[src/hdl/dcache_pkg.sv]
/*
 * data cache geometry and address fields
 * line, tag entry and way types, core request struct
 */
package dcache_pkg;

    localparam int ADDR_W   = 32;
    localparam int TAG_W    = 23;
    localparam int INDEX_W  = 6;
    localparam int OFFSET_W = 3;
    localparam int SETS     = 64;
    localparam int DATA_W   = 64;
    localparam int STRB_W   = 8;
    localparam int AGE_W    = 3;

    // physical address split, tag on top
    typedef struct packed {
        logic [TAG_W-1:0]    tag;
        logic [INDEX_W-1:0]  index;
        logic [OFFSET_W-1:0] offset;
    } addr_t;

    // one word per line
    typedef logic [DATA_W-1:0] line_t;

    typedef struct packed {
        logic             valid;
        logic [TAG_W-1:0] tag;
    } tag_entry_t;

    typedef logic way_t;

    typedef struct packed {
        logic               write;
        addr_t              addr;
        line_t              wdata;
        logic [STRB_W-1:0]  strb;
    } cpu_req_t;

endpackage
[src/hdl/mem_bus_pkg.sv]
/*
 * memory port request kinds and request struct
 */
package mem_bus_pkg;

    // kind stays non-NONE until the memory acks
    typedef enum logic [1:0] {
        NONE      = 2'd0,
        REFILL    = 2'd1,
        WRITEBACK = 2'd2
    } mem_kind_e;

    // addr is always line aligned, offset zero
    // wdata only meaningful for WRITEBACK
    typedef struct packed {
        mem_kind_e          kind;
        dcache_pkg::addr_t  addr;
        dcache_pkg::line_t  wdata;
    } mem_req_t;

endpackage

[src/hdl/dcache_ctrl.sv]
/*
 * data cache controller FSM
 * tag sweep after reset, lookup and compare, write-back, refill and fill
 * drives both tag/data RAM pairs, the set state table and the memory port
 */
`timescale 1ns/100ps

module dcache_ctrl #(
    parameter int SETS = 64
) (
    input  logic                                      clk,
    input  logic                                      rst_i,
    input  logic                                      req_valid_i,
    input  dcache_pkg::cpu_req_t                      req_i,
    output logic                                      req_ready_o,
    output logic                                      rsp_valid_o,
    output dcache_pkg::line_t                         rsp_data_o,
    output mem_bus_pkg::mem_req_t                     mem_req_o,
    input  logic                                      mem_ack_i,
    input  dcache_pkg::line_t                         mem_rdata_i,
    output logic [1:0][dcache_pkg::INDEX_W-1:0]       tag_addr_o,
    output logic [1:0]                                tag_we_o,
    output dcache_pkg::tag_entry_t [1:0]              tag_wdata_o,
    input  dcache_pkg::tag_entry_t [1:0]              tag_rdata_i,
    output logic [1:0][dcache_pkg::INDEX_W-1:0]       data_addr_o,
    output logic [1:0]                                data_we_o,
    output dcache_pkg::line_t [1:0]                   data_wdata_o,
    input  dcache_pkg::line_t [1:0]                   data_rdata_i,
    output logic [dcache_pkg::INDEX_W-1:0]            index_o,
    output logic                                      touch_o,
    output dcache_pkg::way_t                          touch_way_o,
    output logic                                      mark_dirty_o,
    output logic                                      clean_o,
    output dcache_pkg::way_t                          clean_way_o,
    input  logic [1:0]                                dirty_i,
    input  dcache_pkg::way_t                          victim_i
);

    typedef enum logic [2:0] {
        ST_INIT,
        ST_IDLE,
        ST_LOOKUP,
        ST_COMPARE,
        ST_HIT,
        ST_WRITEBACK,
        ST_REFILL,
        ST_FILL
    } state_e;

    state_e                         state_q;
    state_e                         state_d;
    logic [dcache_pkg::INDEX_W-1:0] sweep_q;
    logic [dcache_pkg::INDEX_W-1:0] ram_index;
    dcache_pkg::cpu_req_t           req_q;
    dcache_pkg::way_t               way_q;
    dcache_pkg::addr_t              wb_addr_q;
    dcache_pkg::line_t              wb_data_q;
    dcache_pkg::line_t              fill_line_q;
    dcache_pkg::line_t              merged_line;
    dcache_pkg::tag_entry_t         new_tag;
    logic [1:0]                     hit_vec;
    logic                           hit;
    dcache_pkg::way_t               hit_way;
    dcache_pkg::way_t               fill_way;
    logic                           need_wb;
    logic                           accept;

    assign accept = req_valid_i && req_ready_o;
    assign req_ready_o = (state_q == ST_IDLE);

    // read is presented in the accept cycle straight from the request
    always_comb begin
        if (state_q == ST_INIT) begin
            ram_index = sweep_q;
        end else if (state_q == ST_IDLE) begin
            ram_index = req_i.addr.index;
        end else begin
            ram_index = req_q.addr.index;
        end
    end

    assign tag_addr_o  = {2{ram_index}};
    assign data_addr_o = {2{ram_index}};
    assign index_o     = ram_index;

    // tag compare on the RAM outputs
    assign hit_vec[0] = tag_rdata_i[0].valid && (tag_rdata_i[0].tag == req_q.addr.tag);
    assign hit_vec[1] = tag_rdata_i[1].valid && (tag_rdata_i[1].tag == req_q.addr.tag);
    assign hit        = |hit_vec;
    assign hit_way    = !hit_vec[0];

    // invalid way first, else the age victim
    always_comb begin
        if (!tag_rdata_i[0].valid) begin
            fill_way = 1'b0;
        end else if (!tag_rdata_i[1].valid) begin
            fill_way = 1'b1;
        end else begin
            fill_way = victim_i;
        end
    end

    assign need_wb = tag_rdata_i[fill_way].valid && dirty_i[fill_way];

    // store merge into the line read on the hit
    always_comb begin
        merged_line = data_rdata_i[way_q];
        for (int b = 0; b < dcache_pkg::STRB_W; b++) begin
            if (req_q.strb[b]) begin
                merged_line[b*8 +: 8] = req_q.wdata[b*8 +: 8];
            end
        end
    end

    // sweep writes invalid entries
    assign new_tag = (state_q == ST_INIT) ? '0 : {1'b1, req_q.addr.tag};
    assign tag_wdata_o  = {2{new_tag}};
    assign data_wdata_o = (state_q == ST_HIT) ? {2{merged_line}} : {2{fill_line_q}};

    always_ff @(posedge clk) begin
        if (rst_i) begin
            state_q <= ST_INIT;
            sweep_q <= '0;
        end else begin
            state_q <= state_d;
            if (state_q == ST_INIT) begin
                sweep_q <= sweep_q + 1'b1;
            end
        end
    end

    always_ff @(posedge clk) begin
        if (accept) begin
            req_q <= req_i;
        end
        if (state_q == ST_COMPARE) begin
            way_q     <= hit ? hit_way : fill_way;
            wb_addr_q <= '{tag: tag_rdata_i[fill_way].tag,
                           index: req_q.addr.index,
                           offset: '0};
            wb_data_q <= data_rdata_i[fill_way];
        end
        if ((state_q == ST_REFILL) && mem_ack_i) begin
            fill_line_q <= mem_rdata_i;
        end
    end

    always_comb begin
        state_d      = state_q;
        tag_we_o     = 2'b00;
        data_we_o    = 2'b00;
        rsp_valid_o  = 1'b0;
        rsp_data_o   = '0;
        touch_o      = 1'b0;
        touch_way_o  = way_q;
        mark_dirty_o = 1'b0;
        clean_o      = 1'b0;
        clean_way_o  = way_q;
        mem_req_o    = '0;
        case (state_q)
            ST_INIT: begin
                tag_we_o = 2'b11;
                if (sweep_q == dcache_pkg::INDEX_W'(SETS - 1)) begin
                    state_d = ST_IDLE;
                end
            end
            ST_IDLE: begin
                if (accept) begin
                    state_d = ST_COMPARE;
                end
            end
            // re-read after a fill
            ST_LOOKUP: state_d = ST_COMPARE;
            ST_COMPARE: begin
                if (hit) begin
                    state_d = ST_HIT;
                end else if (need_wb) begin
                    state_d = ST_WRITEBACK;
                end else begin
                    state_d = ST_REFILL;
                end
            end
            ST_HIT: begin
                rsp_valid_o = 1'b1;
                touch_o     = 1'b1;
                if (req_q.write) begin
                    data_we_o[way_q] = 1'b1;
                    mark_dirty_o     = 1'b1;
                end else begin
                    rsp_data_o = data_rdata_i[way_q];
                end
                state_d = ST_IDLE;
            end
            ST_WRITEBACK: begin
                mem_req_o.kind  = mem_bus_pkg::WRITEBACK;
                mem_req_o.addr  = wb_addr_q;
                mem_req_o.wdata = wb_data_q;
                if (mem_ack_i) begin
                    clean_o = 1'b1;
                    state_d = ST_REFILL;
                end
            end
            ST_REFILL: begin
                mem_req_o.kind = mem_bus_pkg::REFILL;
                mem_req_o.addr = '{tag: req_q.addr.tag, index: req_q.addr.index, offset: '0};
                if (mem_ack_i) begin
                    state_d = ST_FILL;
                end
            end
            ST_FILL: begin
                tag_we_o[way_q]  = 1'b1;
                data_we_o[way_q] = 1'b1;
                state_d          = ST_LOOKUP;
            end
            default: state_d = ST_IDLE;
        endcase
    end

endmodule

[config.mk]
export PLATFORM = sky130hd
export DESIGN_NAME = dcache_ctrl
export DESIGN_NICKNAME = d
export VERILOG_FILES = /design/src/hdl/dcache_pkg.sv /design/src/hdl/mem_bus_pkg.sv /design/src/hdl/dcache_ctrl.sv
export SDC_FILE = /design/constraint.sdc
export NUM_CORES = 1
export LEC_CHECK = 0
export BUFFER_PORTS_ARGS = -buffer_cell sky130_fd_sc_hd__buf_2
export CAP_MARGIN = 40
export CORE_AREA = 2 2 287 289
export DETAILED_ROUTE_END_ITERATION = 16
export DIE_AREA = 0 0 289 291
export GPL_TIMING_DRIVEN = 0
export PLACE_DENSITY_LB_ADDON = 0.08
export SETUP_SLACK_MARGIN = 0.3
export SLEW_MARGIN = 5
export SYNTH_ARGS = -nofsm -noshare
export SYNTH_HDL_FRONTEND = slang
export SYNTH_SLANG_ARGS = --single-unit
[constraint.sdc]
create_clock -name clk -period 15.9 [get_ports clk]
set_input_delay 1.59 -clock clk [delete_from_list [all_inputs] [get_ports clk]]
set_output_delay 1.59 -clock clk [all_outputs]
set_load 0.01 [all_outputs]
; Word-level counts from Yosys, hierarchy flattened
; Index checks and enable logic that the tools add are counted.
[classes]
n_addsub = 1
magnitude_cmp = 3
eq_ne = 14
mux = 44
reduce_logical = 10
[op_table]
columns = cell, count
row1 = $mux W64, 7
row2 = $mux W128, 1
row3 = $mux W24, 3
row4 = $pmux W34 S2, 1
row5 = $mux W8, 8
row6 = $eq A23 B23 Y1, 2
row7 = $pmux W3 S8, 1
row8 = $eq A3 B3 Y1 const B, 4
row9 = $mux W3, 4
row10 = $mux W6, 2
row11 = $mux W1, 11
row12 = $pmux W2 S2, 2
row13 = $add A6 B1 Y6 const B, 1
row14 = $eq A3 B2 Y1 const B, 2
row15 = $eq A6 B6 Y1 const B, 1
row16 = $logic_and A1 B1 Y1, 6
row17 = $mux W2, 3
row18 = $lt A1 B2 Y1 const B, 2
row19 = $ne A2 B1 Y1 const B, 2
row20 = $ne A2 B2 Y1 const B, 2
row21 = $reduce_and A4 Y1, 1
row22 = $eq A3 B1 Y1 const B, 1
row23 = $logic_not A3 Y1, 1
row24 = $reduce_or A2 Y1, 1
row25 = 3 further kinds, 3
[word_totals]
regBits = 269
input_bits = 352
output_inout_bits = 379
elab_cells = 84

; Longest topological paths before layout
[depth]
word_depth = 8
depth_mapped = 9
depth_no_buf = 6

; Worst setup path before layout
; OpenSTA, ideal clock, no wires.
[synth_path]
path_type = reg-to-reg
from = reg state_q[1]
to = reg state_q[1]
t_arrival_ps = 5038
setup_slack_ps = 10524
stages_incl_launch_ff = 6
path_buffers = 1
path_cell_list = dfxtp_1 -> buf_2 -> nand2_1 -> nor2_1 -> a211o_1 -> a21oi_1
[synth_via]
elab_chain_len = 4
[synth_lines]
columns = item, line
row1 = start: declaration, dcache_ctrl.sv:50  ; state_e state_q;
row2 = start signal: assignment, dcache_ctrl.sv:125  ; state_q <= state_d;
row3 = $eq A3 B1 Y1, "dcache_ctrl.sv:69, dcache_ctrl.sv:160"
row4 = $logic_and A1 B1 Y1, dcache_ctrl.sv:68  ; assign accept = req_valid_i && req_ready_o;
row5 = $ne A2 B1 Y1 (no source line), --
row6 = $reduce_and A4 Y1 (no source line), --
; Several ways; a longest one is shown, not always the timed one.
; A chain may end at the register's enable or synchronous reset.

==> flow_summary.yaml <==
floorplanning:
  fp.dieH_um: 291
  num_rows: 105
  core_um2: 81200
  initial_core_util_pct: 17.3
  die_width_um: 289
  floorplan.die_area_um2: 84100
  io-pin-count: 731
synthesis:
  ys_ff_latch: 269
  synth.distinct_cells: 40
  avgSynthCellArea_um2: 11.7
  ys.flop_type: "edfxtp_1"
  synth_top_area_share_pct: 55.6
  syn_area_um2: 14000
  ys_top_cells_by_area: "edfxtp_1, mux2_2, buf_4, mux2i_1, and2_1"
  yosysSeqAreaShare_pct: 56.9
  yosysWarnings: 0
  synth_edf_count: 260
  synth_top_cell_by_area: "edfxtp_1"
  synth_cells: 1195
  async_reset_ff_share_pct: 0
sta:
  maxSlewViolCount: 0
  final-hold-violation-count: 0
  rsz0062_at_grt: "false"
  fin_crit_sh_pct: 32.6
  tns_ps: 0
  finalSetupViolCount: 0
  slew_headroom_pct: 41.0
  max_freq_ghz: 0.193
  fin_worst_skew_ps: 23.3
  period_minus_slack_ps: 5180
  worst_pin_slew_ps: 860
power:
  power_leakage_nw: 9.26
  ir_worst_vdd_v: 0.0000619
  power_w: 0.00187
  p_per_area_nw_per_um2: 91.5
hold_path:
  hold_path_class: "flip-flop to flip-flop"
setup_path:
  cpPeakStageDelay_ps: 610
  worst_path_dominant_cell_family: "buffers and inverters"
  cp_num_buf_inv: 5
  critical-path-slowest-cell: "o21ai_0"
  critPathLaunchType: "flip-flop"
  end_kind: "output port"
  critical_path_class: "flip-flop to output port"
  critPathRequiredTime_ps: 14310
  worstPathCellList: "clkbuf_1 > buf_4 > buf_2 > mux2i_1 > nor2_1 > a21oi_1 > o21ai_0 > buf_4 > buf_2"
  arrival_ps: 3590
  r2r_setup_slack_ps: 13350
  path_max_fanout: 10
run:
  cap_violations: 0
clock_tree:
  clkLatencyLatePin_ps: 570
  cts_buffers: 39
  htreeDepth: 2
  cts_tree: "done"
  clock-sinks: 269
  cts.clk_slew.worst_paths_ps: 60
  ctsHoldBuffers: 0
  post_cts_buffers: 0
  clockRootBuffer: "clkbuf_16"
  clk_path_buf_depth: 3
  post_cts_resized: 0
place:
  port_buffers: 723
  gp_congestion: 0.848
  hpwl_um: 55900
  place_area_um2: 19300
  place_inst: 3000
cells_and_area:
  mostFrequentLayoutCells: "buf_2, edfxtp_1, nor2_1"
  area_delta_synth_final_pct: 45.9
  instances_no_fill: 3077
  utilization_pct: 25.2
  drive_gt1_share_pct: 52.0
  final_common_cell: "buf_2"
  fin_nets: 2324
  fin_area_um2: 20500
routing:
  drc: 0
  vias_per_cell: 3.89
  drt-wirelength-per-cell_um: 22.8
  postRouteAntennaNets: 0
  drt_iter0_drc: 456
  dr.pass1.iters: 5
  route.vias.total: 12000
  routed_wl_um: 70300
global_routing:
  grt_pass1_vias: 12600
  track_usage_pct: 16.0
  grt_pass1_wl_um: 95400
  grt.overflow.total: 0
  grt_start_max_net_pins: 49
  antenna_found_initial: 18
outcome:
  outcome: "completed"
-- cells by family after synthesis --
logic type	Yosys count	synth area share [%]
xor gates and xnor gates	52	3.24
and+or+nand+nor	340	11.3
other	1	0.0267
buffers and inverters	198	9.12
muxes	160	12.2
adders and majority gates	1	0.0891
DFF	269	56.9
AOI/OAI and AO/OA	174	7.08
-- through the flow --
stage / hold WS (ps) / setup slack, ps
floorplan: 450 / 10520
finish: 493 / 10720
CTS: 484 / 10540
detailed placement: 471 / 11030
global placement: 466 / 6320
global route: 508 / 10510
-- final cells by class --
type / count / area, µm²
antenna: 9 / 22.5
sequential: 269 / 7990
buffer: 194 / 1260
fill: 8913 / 60700
timing repair buffer: 733 / 3860
clock inverter: 20 / 199
tap: 1070 / 1340
inverter: 4 / 15.0
clock buffer: 48 / 1010
multi-input combinational: 730 / 4790
-- state kept, by name (all words and copies together) (netlist names) --
signal / cells
req_q: 102
wb_addr_q: 29
fill_line_q: 64
clean_way_o: 1
wb_data_q: 64
state_q: 3
sweep_q: 6
-- final timing paths --
kind              depth (start not counted)                 to         from
setup / recovery                          9  data_wdata_o[124]  clean_way_o
hold / removal                            0       wb_addr_q[8]    req_q[80]
setup reg to reg                          6     fill_line_q[7]   state_q[1]
hold reg to reg                           0       wb_addr_q[8]    req_q[80]
-- report_power, final --
group	internal, W	switching (W)
clock	0.000501	0.000361
sequential	0.000792	0.00000647
combinational	0.000105	0.000109
total	0.00140	0.000476
-- per-layer routing --
layer | wire length, µm | track usage, % | up-vias
met4 | 1470 | 4.17 | 18
met3 | 3950 | 3.50 | 89
met5 | 118 | 0 | -
li1 | - | - | 5679
met1 | 28000 | 18.4 | 5749
met2 | 36700 | 29.7 | 421
-- Yosys cell counts, drive strengths merged (4+ instances only) --
cell type	number
nor4	7
o21ai	73
mux2i	71
and3	4
a22o	29
a21oi	69
and2	90
nand3	4
buf	158
xnor2	25
nor2	140
clkbuf	36
nand4	8
nand2	82
mux2	89
xor2	27
inv	4
edfxtp	260
dfxtp	9
(Power assumes the default switching activity.)
